$ cat config.mk
export PLATFORM = sky130hd
export DESIGN_NAME = rom_page_map_flat
export DESIGN_NICKNAME = d
export VERILOG_FILES = /design/src/source/cpc_pkg.sv /design/src/source/cpu_bus_if.sv /design/src/source/rom_page_map.sv /design/src/flat_wrapper.sv
export SDC_FILE = /design/constraint.sdc
export NUM_CORES = 1
export LEC_CHECK = 0
export ABC_CLOCK_PERIOD_IN_PS = 3450
export BUFFER_PORTS_ARGS = -buffer_cell sky130_fd_sc_hd__buf_2
export CAP_MARGIN = 20
export CORE_MARGIN = 1
export CORE_UTILIZATION = 35
export CTS_BUF_LIST = sky130_fd_sc_hd__clkbuf_8
export DETAILED_ROUTE_END_ITERATION = 7
export PLACE_DENSITY = 0.54
export SLEW_MARGIN = 0
export SYNTH_ARGS = -nofsm -noshare
export SYNTH_HDL_FRONTEND = slang
export SYNTH_SLANG_ARGS = --single-unit
export TNS_END_PERCENT = 30
$ cat constraint.sdc
create_clock -name clk_sys -period 3.45 [get_ports clk_sys]
set_input_delay 0.5175 -clock clk_sys [delete_from_list [all_inputs] [get_ports clk_sys]]
set_output_delay 0.5175 -clock clk_sys [all_outputs]
set_load 0.03 [all_outputs]
$ cat src/source/cpc_pkg.sv
// CPC expansion package
// Memory map constants, Multiface Two shadow addresses and the
// download address decode shared by the loader, page map and Multiface

package cpc_pkg;

	// Boot memory address: bit 22 expansion flag, 21..14 page, 13..0 offset
	typedef logic [22:0] boot_addr_t;

	// Download address, read as a system slot or as an expansion page
	typedef union packed {
		struct packed {
			logic [10:0] slot;    // 16 KB slot for the system ROM file
			logic [13:0] offset;
		} sys;
		struct packed {
			logic [2:0]  unused;
			logic [7:0]  page;    // Page offset within an expansion file
			logic [13:0] offset;
		} exp;
	} dl_addr_t;

	//////////////////////////////////////////////////////////////////////
	// Boot memory layout
	localparam logic [8:0] SLOT_BASE_OS     = 9'h000;
	localparam logic [8:0] SLOT_BASE_BASIC  = 9'h100;
	localparam logic [8:0] SLOT_BASE_AMSDOS = 9'h107;
	localparam logic [8:0] SLOT_BASE_MF2    = 9'h1FF;
	localparam logic [8:0] PAGE_BAD_EXT     = 9'h1EE; // Spare page for a bad extension

	//////////////////////////////////////////////////////////////////////
	// Multiface Two decode
	localparam logic [13:0] MF2_PORT_HI     = 14'b11111110111010; // FEE8 and FEEA
	localparam logic [15:0] MF2_NMI_VECTOR  = 16'h0066;
	localparam logic [15:0] MF2_HIDE_VECTOR = 16'h0065;

	// Where hardware register writes are mirrored in the 8 KB RAM
	localparam logic [12:0] MF2_SHADOW_PEN       = 13'h1FCF;
	localparam logic [12:0] MF2_SHADOW_BORDER    = 13'h1FDF;
	localparam logic [12:0] MF2_SHADOW_PEN_BASE  = 13'h1F90; // Plus pen index
	localparam logic [12:0] MF2_SHADOW_MODE      = 13'h1FEF;
	localparam logic [12:0] MF2_SHADOW_BANK      = 13'h1FFF;
	localparam logic [12:0] MF2_SHADOW_CRTC_SEL  = 13'h1CFF;
	localparam logic [12:0] MF2_SHADOW_CRTC_BASE = 13'h1DB0; // Plus CRTC register
	localparam logic [12:0] MF2_SHADOW_PPI       = 13'h17FF;
	localparam logic [12:0] MF2_SHADOW_UROM      = 13'h1AAC;

	// Multiface configuration from the host menu
	typedef enum logic [1:0] {
		ENABLED  = 2'd0,
		HIDDEN   = 2'd1,
		DISABLED = 2'd2
	} mf2_mode_t;

endpackage

$ cat src/source/cpu_bus_if.sv
// CPU bus interface
// Carries the Z80 address, write data and memory strobes from the top
// level to the Multiface and the ROM page map

interface cpu_bus_if;
	import cpc_pkg::*;

	logic [15:0] cpu_addr;
	logic [7:0]  cpu_dout;  // Data driven by the CPU
	boot_addr_t  mem_addr;  // Mapped memory address
	logic        mem_rd;
	logic        mem_wr;
	logic        io_wr;
	logic        m1;        // Opcode fetch

	// Multiface sees the whole bus
	modport sink (
		input cpu_addr,
		input cpu_dout,
		input mem_addr,
		input mem_rd,
		input mem_wr,
		input io_wr,
		input m1
	);

	// Page map only needs the mapped address
	modport map_sink (
		input mem_addr
	);

endinterface

$ cat src/source/rom_page_map.sv
// Expansion ROM page map
// Records which expansion pages have been loaded and masks CPU reads
// of pages that hold no ROM

module rom_page_map (
	input  logic               clk_sys,
	input  logic               reset,
	input  logic               page_mark,
	input  logic [7:0]         page_mark_page,
	input  cpc_pkg::mf2_mode_t mf2_mode,
	cpu_bus_if.map_sink        bus,
	output logic               rom_mask
);
	import cpc_pkg::*;

	logic [255:0] loaded;      // One flag per expansion page
	logic [7:0]   map_page;
	logic         mf2_page;

	always_ff @(posedge clk_sys) begin
		if (reset)
			loaded <= '0;
		else if (page_mark)
			loaded[page_mark_page] <= 1'b1;
	end

	// Registered page select for the lookup
	always_ff @(posedge clk_sys) begin
		map_page <= bus.mem_addr[21:14];
	end

	// Page FF holds the Multiface ROM, hidden when it is disabled
	assign mf2_page = (&map_page) && (mf2_mode == DISABLED);

	assign rom_mask = bus.mem_addr[22] && (!loaded[map_page] || mf2_page);

endmodule

$ cat src/flat_wrapper.sv
// flat-port wrapper written by rule: the top's interface ports become plain ports
module rom_page_map_flat import cpc_pkg::*;
  (clk_sys, reset, page_mark, page_mark_page, mf2_mode, rom_mask, bus_mem_addr);
  cpu_bus_if bus_i ();
  input  logic clk_sys;
  input  logic reset;
  input  logic page_mark;
  input  logic [7:0] page_mark_page;
  input  cpc_pkg::mf2_mode_t mf2_mode;
  output logic rom_mask;
  input wire logic [$bits(bus_i.mem_addr)-1:0] bus_mem_addr;
  assign bus_i.mem_addr = bus_mem_addr;
  rom_page_map u_core (.clk_sys(clk_sys), .reset(reset), .page_mark(page_mark), .page_mark_page(page_mark_page), .mf2_mode(mf2_mode), .bus(bus_i), .rom_mask(rom_mask));
endmodule
==> flow_summary.yaml <==
status:
  status: "finished, final reports clean"
finish:
  area_delta_synth_final_pct: 17.4
  multiInputGateArea_um2: 4690
  final_nets: 1168
  nFillCells: 2882
  antennaDiodeCount: 0
  final_util: 0.421
  drive_gt1_frac: 0.195
  regArea_um2: 5300
grt:
  grt.overflow.total: 0
  antenna_found_initial: 0
  grt_start_max_net_pins: 107
  grtUsageTotal: 0.197
  grt_use_met2: 0.314
  grt_pass1_wl_um: 45900
  busiest_layer: "met2"
  use_met1: 0.272
  use_met3: 0.0317
  grt_pass1_vias: 7627
synth:
  synth_fp_nets: 1125
  synth-warning-count: 0
  netlist_instances: 1089
  synth.top_cell.area_share: 0.511
  synth_seq_cells: 264
  synth_seq_area_share: 0.511
  synth-main-ff-cell: "dfxtp_1"
  synth_top_area_cell: "dfxtp_1"
  synth.avg_cell_area_um2: 9.50
  synth_top_cells_by_area: "dfxtp_1 51%, a21oi_1 12%, mux4_2 12%, nor2_1 10%, clkbuf_1 2.5%"
  synth_area_um2: 10300
  synth_cell_type_count: 39
  synth_edf_count: 0
  ys_async_sr_fraction: 0
floorplan:
  fp-row-count: 62
  coreArea_um2: 28900
  die_y_um: 174
  ios: 37
  initial_utilization: 0.358
  dieArea_um2: 30200
  die_w_um: 174
route:
  via_per_inst: 5.25
  drc: 0
  dr.pass1.iters: 5
  ant_nets: 0
  drt_iter0_markers: 690
  finalWirelength_um: 29800
  vias: 8160
  wl_per_cell_um: 19.2
critical_path:
  crit_required_ps: 2930
  critPathLaunchType: "flop"
  critPathMaxFanout: 7
  critPathArrivalTime_ps: 2900
  end_kind: "output port"
  r2r_start: "u_core.loaded[44]"
  crit_type: "flop to output port"
  worstSetupStartpoint: "u_core.map_page[0]"
timing:
  worst_pin_slew_ps: 1100
  drv_slew: 0
  finalSetupViolations: 0
  fin_crit_ps: 3420
  fmax_mhz: 292
  fin_skew_ps: 0
  fin_crit_sh: 0.992
  fin_hold_ws_ps: 65.1
  max-slew-margin-rel: 0.263
  hold_viol: 0
  rsz0062_at_grt: "yes"
pwr:
  leakage_nw: 4.59
  p_seq_frac: 0.490
  power_density_nw_per_um2: 517
  ir_worst_vdd_v: 0.000244
  combPwrFrac: 0.054
  p_clk_frac: 0.456
  switchingPower_w: 0.00151
  p_int_w: 0.00478
  netSwitchingFraction: 0.240
clocking:
  clock-sinks: 264
  path_clk_slew_ps: 60
  cts_buffers: 46
  cts.path.max_buffers: 3
  cts-root-buf: "clkbuf_8"
  h-tree-depth: 2
  cts_tree: "built"
  clkLatencyLatePin_ps: 550
placed_design:
  gp_congestion: 0.808
  dpl.hpwl_um: 17100
  io_buffer_count: 22
hold_path:
  hold_path.startpoint: "bus_mem_addr[17]"
  min_path_type: "input pin to flop"
job:
  maxCapViolCount: 0
-- sequential cells by signal, indices dropped and copies added (netlist names) --
register         cells
u_core.loaded      256
u_core.map_page      8
-- metrics by stage --
step | setup slack (ps) | instance area, um2 | std cells | power, W | TNS, ps
2_1_floorplan | 539 | 10300 | 1089 | 0.00334 | 0
3_3_place_gp | 166 | 11000 | 1455 | 0.00345 | 0
3_5_place_dp | 215 | 11000 | 1455 | 0.00345 | 0
4_1_cts | 0.757 | 12100 | 1549 | 0.00635 | 0
5_1_grt | -60.5 | 12100 | 1553 | 0.00653 | -60.5
6_report | 29.2 | 12100 | 1553 | 0.00628 | 0
-- cell usage in the layout, fill, tap and decap left out, drive strengths merged --
cell type	instances
a21boi	1
a21oi	257
a221oi	1
a22o	1
a22oi	2
a31oi	3
a32oi	1
and2	16
and3	1
and3b	1
buf	83
clkbuf	62
clkinv	9
clkinvlp	1
dfxtp	264
inv	14
mux2	7
mux2i	17
mux4	62
nand2	16
nand2b	8
nand3	20
nand3b	5
nand4	1
nand4b	3
nor2	280
nor2b	1
nor3	16
nor4	2
o2111ai	2
o211ai	2
o21ai	5
o22ai	3
o31ai	2
-- synthesized netlist by cell type, drive strengths merged (8+ instances only) --
cell / number
dfxtp: 264
nor3: 16
clkbuf: 70
mux4: 62
nand2: 16
buf: 18
nand3: 20
nor2: 280
a21oi: 257
nand2b: 8
and2: 16
mux2i: 17
-- power by group through the flow --
stage          clock (W)  sequential, W  combinational, W
2_1_floorplan          0        0.00313          0.000205
3_3_place_gp           0        0.00316          0.000295
3_5_place_dp           0        0.00316          0.000294
4_1_cts          0.00293        0.00308          0.000334
5_1_grt          0.00308        0.00308          0.000366
6_report         0.00286        0.00308          0.000342
-- critical path, cell delays in order, from the launching register on --
cell and delay [ps]:
dfxtp_4 370, buf_12 140, buf_4 120, mux4_2 500, mux2_2 280, nand2_1 70, nand3_1 80, nor3_2 270
o21ai_1 100, a32oi_2 240, buf_6 170
-- final timing paths --
kind / endpoint / slack [ps] / depth (start not counted)
setup / recovery: rom_mask / 30 / 10
hold / removal: u_core.map_page[3] / 70 / 1
setup reg to reg: u_core.loaded[44] / 2810 / 2
hold reg to reg: u_core.loaded[11] / 460 / 2
-- kinds of logic (layout without fill, tap and decap cells) --
group                  Yosys count  after routing  share of synthesized area
AO/OA/AOI/OAI                  280            280                      0.140
buffers and inverters           89            169                     0.0384
flip-flops                     264            264                      0.511
multiplexers                    86             86                      0.161
AND/OR/NAND/NOR                370            370                      0.150
-- layer usage --
metal	part of all wire	vias to the layer above
met3	0.050	53
met2	0.46	209
li1	-	3918
met4	0.022	0
met5	0	-
met1	0.47	3980
-- what timing repair did --
action                     CTS  global route
setup buffers                9             4
cloned                       0             0
setup endpoints to repair    1             1
hold buffers                 0             0
gates resized for setup     12             8
pin swaps                    1             3
-- layout make-up --
type                            instances  area share
Tap cell                              384      0.0396
Inverter                                1    0.000309
Clock inverter                         23     0.00773
Multi-Input combinational cell        736       0.386
Clock buffer                           62      0.0703
Sequential cell                       264       0.436
Timing Repair Buffer                   83      0.0600
Power figures use the tool's default switching activity.
