### src/source/cpc_pkg.sv
// CPC expansion package
// Memory map constants, Multiface Two shadow addresses and the
// download address decode shared by the loader, page map and Multiface

package cpc_pkg;

	// Boot memory address: bit 22 expansion flag, 21..14 page, 13..0 offset
	typedef logic [22:0] boot_addr_t;

	// Download address, read as a system slot or as an expansion page
	typedef union packed {
		struct packed {
			logic [10:0] slot;    // 16 KB slot for the system ROM file
			logic [13:0] offset;
		} sys;
		struct packed {
			logic [2:0]  unused;
			logic [7:0]  page;    // Page offset within an expansion file
			logic [13:0] offset;
		} exp;
	} dl_addr_t;

	//////////////////////////////////////////////////////////////////////
	// Boot memory layout
	localparam logic [8:0] SLOT_BASE_OS     = 9'h000;
	localparam logic [8:0] SLOT_BASE_BASIC  = 9'h100;
	localparam logic [8:0] SLOT_BASE_AMSDOS = 9'h107;
	localparam logic [8:0] SLOT_BASE_MF2    = 9'h1FF;
	localparam logic [8:0] PAGE_BAD_EXT     = 9'h1EE; // Spare page for a bad extension

	//////////////////////////////////////////////////////////////////////
	// Multiface Two decode
	localparam logic [13:0] MF2_PORT_HI     = 14'b11111110111010; // FEE8 and FEEA
	localparam logic [15:0] MF2_NMI_VECTOR  = 16'h0066;
	localparam logic [15:0] MF2_HIDE_VECTOR = 16'h0065;

	// Where hardware register writes are mirrored in the 8 KB RAM
	localparam logic [12:0] MF2_SHADOW_PEN       = 13'h1FCF;
	localparam logic [12:0] MF2_SHADOW_BORDER    = 13'h1FDF;
	localparam logic [12:0] MF2_SHADOW_PEN_BASE  = 13'h1F90; // Plus pen index
	localparam logic [12:0] MF2_SHADOW_MODE      = 13'h1FEF;
	localparam logic [12:0] MF2_SHADOW_BANK      = 13'h1FFF;
	localparam logic [12:0] MF2_SHADOW_CRTC_SEL  = 13'h1CFF;
	localparam logic [12:0] MF2_SHADOW_CRTC_BASE = 13'h1DB0; // Plus CRTC register
	localparam logic [12:0] MF2_SHADOW_PPI       = 13'h17FF;
	localparam logic [12:0] MF2_SHADOW_UROM      = 13'h1AAC;

	// Multiface configuration from the host menu
	typedef enum logic [1:0] {
		ENABLED  = 2'd0,
		HIDDEN   = 2'd1,
		DISABLED = 2'd2
	} mf2_mode_t;

endpackage

### src/source/rom_loader.sv
// ROM download loader
// Maps host download bytes onto boot memory writes. System ROM slots
// go to fixed pages, expansion files to the page named by the file
// extension, with an optional second write into bank 1

module rom_loader (
	input  logic              clk_sys,
	input  logic              reset,
	input  logic              download,
	input  logic              ioctl_wr,
	input  logic [7:0]        ioctl_index,
	input  cpc_pkg::dl_addr_t ioctl_addr,
	input  logic [7:0]        ioctl_data,
	input  logic [15:0]       ioctl_ext,
	output logic              dl_wait,
	output logic              boot_wr,
	output cpc_pkg::boot_addr_t boot_addr,
	output logic [1:0]        boot_bank,
	output logic [7:0]        boot_data,
	output logic              page_mark,
	output logic [7:0]        page_mark_page
);
	import cpc_pkg::*;

	logic [2:0] div;
	logic       ref_en;        // One cycle in eight
	logic       old_download;
	logic       rom_dl;
	logic       byte_in;
	logic       slot_ok;
	logic       two_bank;
	logic       bank_step;
	logic [8:0] sys_base;
	logic [8:0] ext_page;
	logic [8:0] page;          // Latched at download start

	// Hex digit to nibble, bit 4 flags a valid digit
	function automatic logic [4:0] hex_nibble(input logic [7:0] ch);
		logic [4:0] r;
		r = 5'd0;
		if (ch >= "0" && ch <= "9")
			r = {1'b1, ch[3:0]};
		else if (ch >= "A" && ch <= "F")
			r = {1'b1, ch[3:0] + 4'd9};
		return r;
	endfunction

	assign rom_dl    = download && (ioctl_index[4:0] < 5'd4); // ROM file types only
	assign byte_in   = rom_dl && ioctl_wr;
	assign slot_ok   = (ioctl_addr.sys.slot[10:3] == 8'd0);
	// Boot-time expansion files and manual loads fill both banks
	assign two_bank  = (ioctl_index[7:6] == 2'b01) || (|ioctl_index[5:0]);
	assign bank_step = two_bank && (boot_bank == 2'd0);

	assign page_mark_page = boot_addr[21:14];

	always_comb begin
		case (ioctl_addr.sys.slot[1:0])
			2'd0: sys_base = SLOT_BASE_OS;
			2'd1: sys_base = SLOT_BASE_BASIC;
			2'd2: sys_base = SLOT_BASE_AMSDOS;
			default: sys_base = SLOT_BASE_MF2;
		endcase
	end

	// Page from the two-character extension
	always_comb begin
		logic [4:0] hi;
		logic [4:0] lo;
		hi = hex_nibble(ioctl_ext[15:8]);
		lo = hex_nibble(ioctl_ext[7:0]);
		ext_page = PAGE_BAD_EXT;
		if (hi[4])
			ext_page[7:4] = hi[3:0];
		if (lo[4])
			ext_page[3:0] = lo[3:0];
		if (ioctl_ext == "ZZ")
			ext_page = 9'h000;
	end

	//////////////////////////////////////////////////////////////////////
	// Reference enable divider
	always_ff @(posedge clk_sys) begin
		if (reset) begin
			div    <= 3'd0;
			ref_en <= 1'b0;
		end else begin
			div    <= div + 3'd1;
			ref_en <= (div == 3'd0);
		end
	end

	//////////////////////////////////////////////////////////////////////
	// Write sequence
	always_ff @(posedge clk_sys) begin
		old_download <= download;
		page_mark    <= 1'b0;
		if (reset) begin
			dl_wait <= 1'b0;
			boot_wr <= 1'b0;
		end else begin
			if (byte_in)
				dl_wait <= (|ioctl_index) || slot_ok; // Unknown slots are dropped
			if (ref_en) begin
				boot_wr <= dl_wait;
				if (boot_wr && dl_wait) begin
					boot_wr <= 1'b0;
					if (!bank_step) begin
						dl_wait   <= 1'b0;
						page_mark <= boot_addr[22]; // Expansion page now loaded
					end
				end
			end
		end
	end

	// Address, bank and data for the pending write
	always_ff @(posedge clk_sys) begin
		if (download && !old_download && rom_dl && (|ioctl_index))
			page <= ext_page;
		if (byte_in) begin
			boot_data       <= ioctl_data;
			boot_addr[13:0] <= ioctl_addr.sys.offset;
			if (|ioctl_index) begin
				boot_addr[22]    <= page[8];
				boot_addr[21:14] <= page[7:0] + ioctl_addr.exp.page;
				boot_bank        <= {1'b0, &ioctl_index[7:6]};
			end else begin
				boot_addr[22:14] <= sys_base;
				boot_bank        <= {1'b0, ioctl_addr.sys.slot[2]}; // Slots 4-7 in bank 1
			end
		end
		if (ref_en && boot_wr && dl_wait && bank_step)
			boot_bank <= 2'd1;
	end

	// A write strobe only exists inside a wait window
	a_wr_in_wait: assert property (@(posedge clk_sys) disable iff (reset)
		boot_wr |-> dl_wait);

	// Each write strobe lasts one full reference period
	a_wr_width: assert property (@(posedge clk_sys) disable iff (reset)
		$rose(boot_wr) |-> boot_wr [*8]);

endmodule

### config.mk
export PLATFORM = sky130hd
export DESIGN_NAME = rom_loader
export DESIGN_NICKNAME = d
export VERILOG_FILES = /design/src/source/cpc_pkg.sv /design/src/source/rom_loader.sv
export SDC_FILE = /design/constraint.sdc
export NUM_CORES = 1
export LEC_CHECK = 0
export ABC_AREA = 1
export BUFFER_PORTS_ARGS = -buffer_cell sky130_fd_sc_hd__buf_2
export CORE_ASPECT_RATIO = 2
export CORE_UTILIZATION = 44
export CTS_CLUSTER_DIAMETER = 200
export DETAILED_ROUTE_END_ITERATION = 7
export GPL_ROUTABILITY_DRIVEN = 1
export GPL_TIMING_DRIVEN = 0
export PLACE_DENSITY = 0.82
export SETUP_SLACK_MARGIN = 0.4
export SLEW_MARGIN = 20
export SYNTH_ARGS = -nofsm -noshare
export SYNTH_HDL_FRONTEND = slang
export SYNTH_SLANG_ARGS = --single-unit
### constraint.sdc
create_clock -name clk_sys -period 2 [get_ports clk_sys]
set_input_delay 0.2 -clock clk_sys [delete_from_list [all_inputs] [get_ports clk_sys]]
set_output_delay 0.2 -clock clk_sys [all_outputs]
set_load 0.005 [all_outputs]
==> impl_metrics.tcl <==
set metrics [dict create \
    cp.required_ns 2.04 \
    hold_start "download" \
    hold_depth 1 \
    critPathCaptureType "flip-flop" \
    layout.nets 492 \
    dieWidth_um 57.1 \
    wl_met2_um 3230 \
    rr_endpoint "boot_addr[20]" \
    synth-edff-count 40 \
    fin_area_mm2 0.00351 \
    cpMostUsedCell "nand4_1" \
    wl_per_cell_um 11.7 \
    core_mm2 0.00581 \
    synth-seq-cells 49 \
    worst_path_max_delay_cell "edfxtp_1" \
    leakage_nw 1.72 \
    clk-insertion-delay-late_ns 0.28 \
    cp_max_fo 3 \
    drive_above_1_share 0.367 \
    clkSinkCount 49 \
    fmax_ghz 0.600 \
    dieArea_mm2 0.00642 \
    worst_hold_path.endpoint "old_download" \
    numCtsBuffers 5 \
    r2r_start "page[0]" \
    r2r_cells 7 \
    hold_slack_ns 0.0452 \
    cts_tree "done" \
    max_slew.worst_pin.slew_ns 0.627 \
    start_util 0.461 \
    grt_max_degree 34 \
    hold_viol_final 0 \
    die_h_um 112 \
    synth_common_cells "75 x nand2_1, 40 x edfxtp_1, 39 x inv_1" \
    grt.overflow.total 0 \
    ant_nets 0 \
    yosys_warnings 0 \
    synth_area_leaders "edfxtp_1 45%, nand2_1 11%, ha_1 7.9%" \
    placed_cell_area_mm2 0.00327 \
    grt_usage 0.176 \
    drc 24 \
    slew_headroom 0.579 \
    grt_antenna_before_repair 0 \
    holdCritPathClass "primary input to flip-flop" \
    syn_to_final_growth_pct 31.1 \
    syn-num-nets 378 \
    setup_viol 0 \
    synth.most_common_cell "nand2_1" \
    vias 2323 \
    fin_skew_ns 0.00458 \
    synth_ff_type "edfxtp_1" \
    power_density_mw_per_mm2 633 \
    place_ws_ns -0.0528 \
    cp.arrival_ns 1.71 \
    rsz0062_at_grt "yes" \
    status "complete, but fails checks" \
    yosys.area.top_type "edfxtp_1" \
    ios 105 \
    finalWorstSetupSlack_ns 0.332 \
    drtIter0Drc 68 \
    rrSetupSlack_ns 0.33 \
    synth_area_per_cell_um2 8.95 \
    drv_slew 0 \
    wl_um 5550 \
    clkTransAtPathRegs_ns 0.07 \
    async_flop_share 0 \
    yosysTopAreaCellShare 0.449 \
    io_buffers 103 \
    dr.pass1.iters 7 \
    cap_violations 0 \
    start_kind "flip-flop" \
    highest_layer "met4" \
    crit_chain "ha_2 -> fa_2 -> buf_4 -> nand4_1 -> nand4_1 -> nand3_1 -> nand2_1" \
    syn_inst 299 \
    cts_root_buf "clkbuf_16" \
    clk_path_buf_depth 2 \
    netlist_area_mm2 0.00268 \
    globalplace.congestion 0.879 \
    violations "design-rule violations" \
    ys_seq_area_frac 0.516 \
    dp_hpwl_um 4410 \
    cts_max_level 2 \
    critical_path_class "flip-flop to flip-flop" \
    irDropWorstVdd_mv 0.411 \
    finalPower_w 0.00222 \
    grt_pass1_vias 2215 \
    diodes 0 \
    min_period_ns 1.67 \
    grt_pass1_wl_um 8910 \
    fin_crit_sh 0.834 \
    synth_cell_types 28 \
    rows 39 \
    viasPerCell 4.89 \
    dr_wl_met3_um 294 \
    max_stage_delay_ns 0.37 \
    wl_met1_um 1930 \
]
[worst max-delay path, delay by kind of cell, from the launching register on]
family | cells | cell delay, ns
flops | 1 | 0.37
buf+inv | 1 | 0.14
fa+ha+maj | 2 | 0.55
simple gates | 4 | 0.37
[layer usage]
layer | track usage | up-vias
li1 | - | 1202
met1 | 0.161 | 1030
met2 | 0.356 | 82
met3 | 0.0311 | 9
met4 | 0.0732 | 0
met5 | 0 | -
[area by class of cell]
class,instances,area [µm²]
Multi-Input combinational cell,197,1120
Inverter,44,169
Tap cell,61,76.3
Fill cell,467,2300
Clock inverter,3,21.3
Sequential cell,49,1380
Clock buffer,5,125
Timing Repair Buffer,107,546
Buffer,9,67.6
[report_power, final]
part | total (W) | switching, W | leakage, nW | internal, W
registers | 0.00114 | 0.0000120 | 0.453 | 0.00113
clock network | 0.000814 | 0.000349 | 0.0702 | 0.000465
logic | 0.000265 | 0.000144 | 1.19 | 0.000121
total | 0.00222 | 0.000505 | 1.72 | 0.00172
[sequential cells by signal (all words and copies together), names as in the netlist]
name	flops
old_download	1
boot_bank	1
boot_data	8
page	9
boot_wr	1
div	3
dl_wait	1
page_mark	1
boot_addr	23
ref_en	1
[worst max path at each step]
stage	depth (start not counted)	end	startpoint	slack, ns
6_report	7	boot_addr[20]	page[0]	0.33
5_1_grt	8	boot_addr[18]	page[0]	0.22
4_1_cts	8	boot_addr[18]	page[0]	0.34
3_5_place_dp	7	boot_bank[0]	ioctl_index[3]	-0.05
3_3_place_gp	7	boot_bank[0]	ioctl_index[3]	-0.01
2_1_floorplan	8	boot_addr[18]	page[0]	0.41
[through the flow]
stage | setup TNS [ns] | util | std cells
final | 0 | 0.604 | 475
after global routing | 0 | 0.604 | 475
after CTS | 0 | 0.591 | 472
after detailed placement | -0.0528 | 0.563 | 463
after global placement | -0.0108 | 0.563 | 463
after floorplan | 0 | - | 299
[repair_timing]
action	CTS	global route
gates resized for setup	3	10
pin swaps	3	12
hold buffers	0	0
endpoints found under the setup margin	33	5
buffers inserted	1	3
[cell families (layout without fill, tap and decap cells)]
family / count (synthesis) / after routing / synth area share
AOI/OAI and AO/OA: 16 / 16 / 0.0332
xor gates and xnor gates: 4 / 4 / 0.0131
buffers and inverters: 53 / 168 / 0.0870
and+or+nand+nor: 158 / 158 / 0.262
DFF: 49 / 49 / 0.516
other: 1 / 1 / 0.00140
adders and majority gates: 18 / 18 / 0.0870
[cells in the final DEF, fill, tap and decap left out, drive strengths merged]
cell type  netlist  final
clkinvlp         0      2
nand3           24     24
nor2            39     39
fa               1      1
clkinv           0      1
xor2             2      2
xnor2            2      2
nor4             3      3
a21o             1      1
nand2           77     77
ha              17     17
a21oi            5      5
nand4            6      6
clkbuf           0      5
conb             1      1
buf              9    116
edfxtp          40     40
nor3b            3      3
nor3             6      6
inv             44     44
o31ai            1      1
dfxtp            9      9
o21ai            9      9
Power figures use the tool's default switching activity.
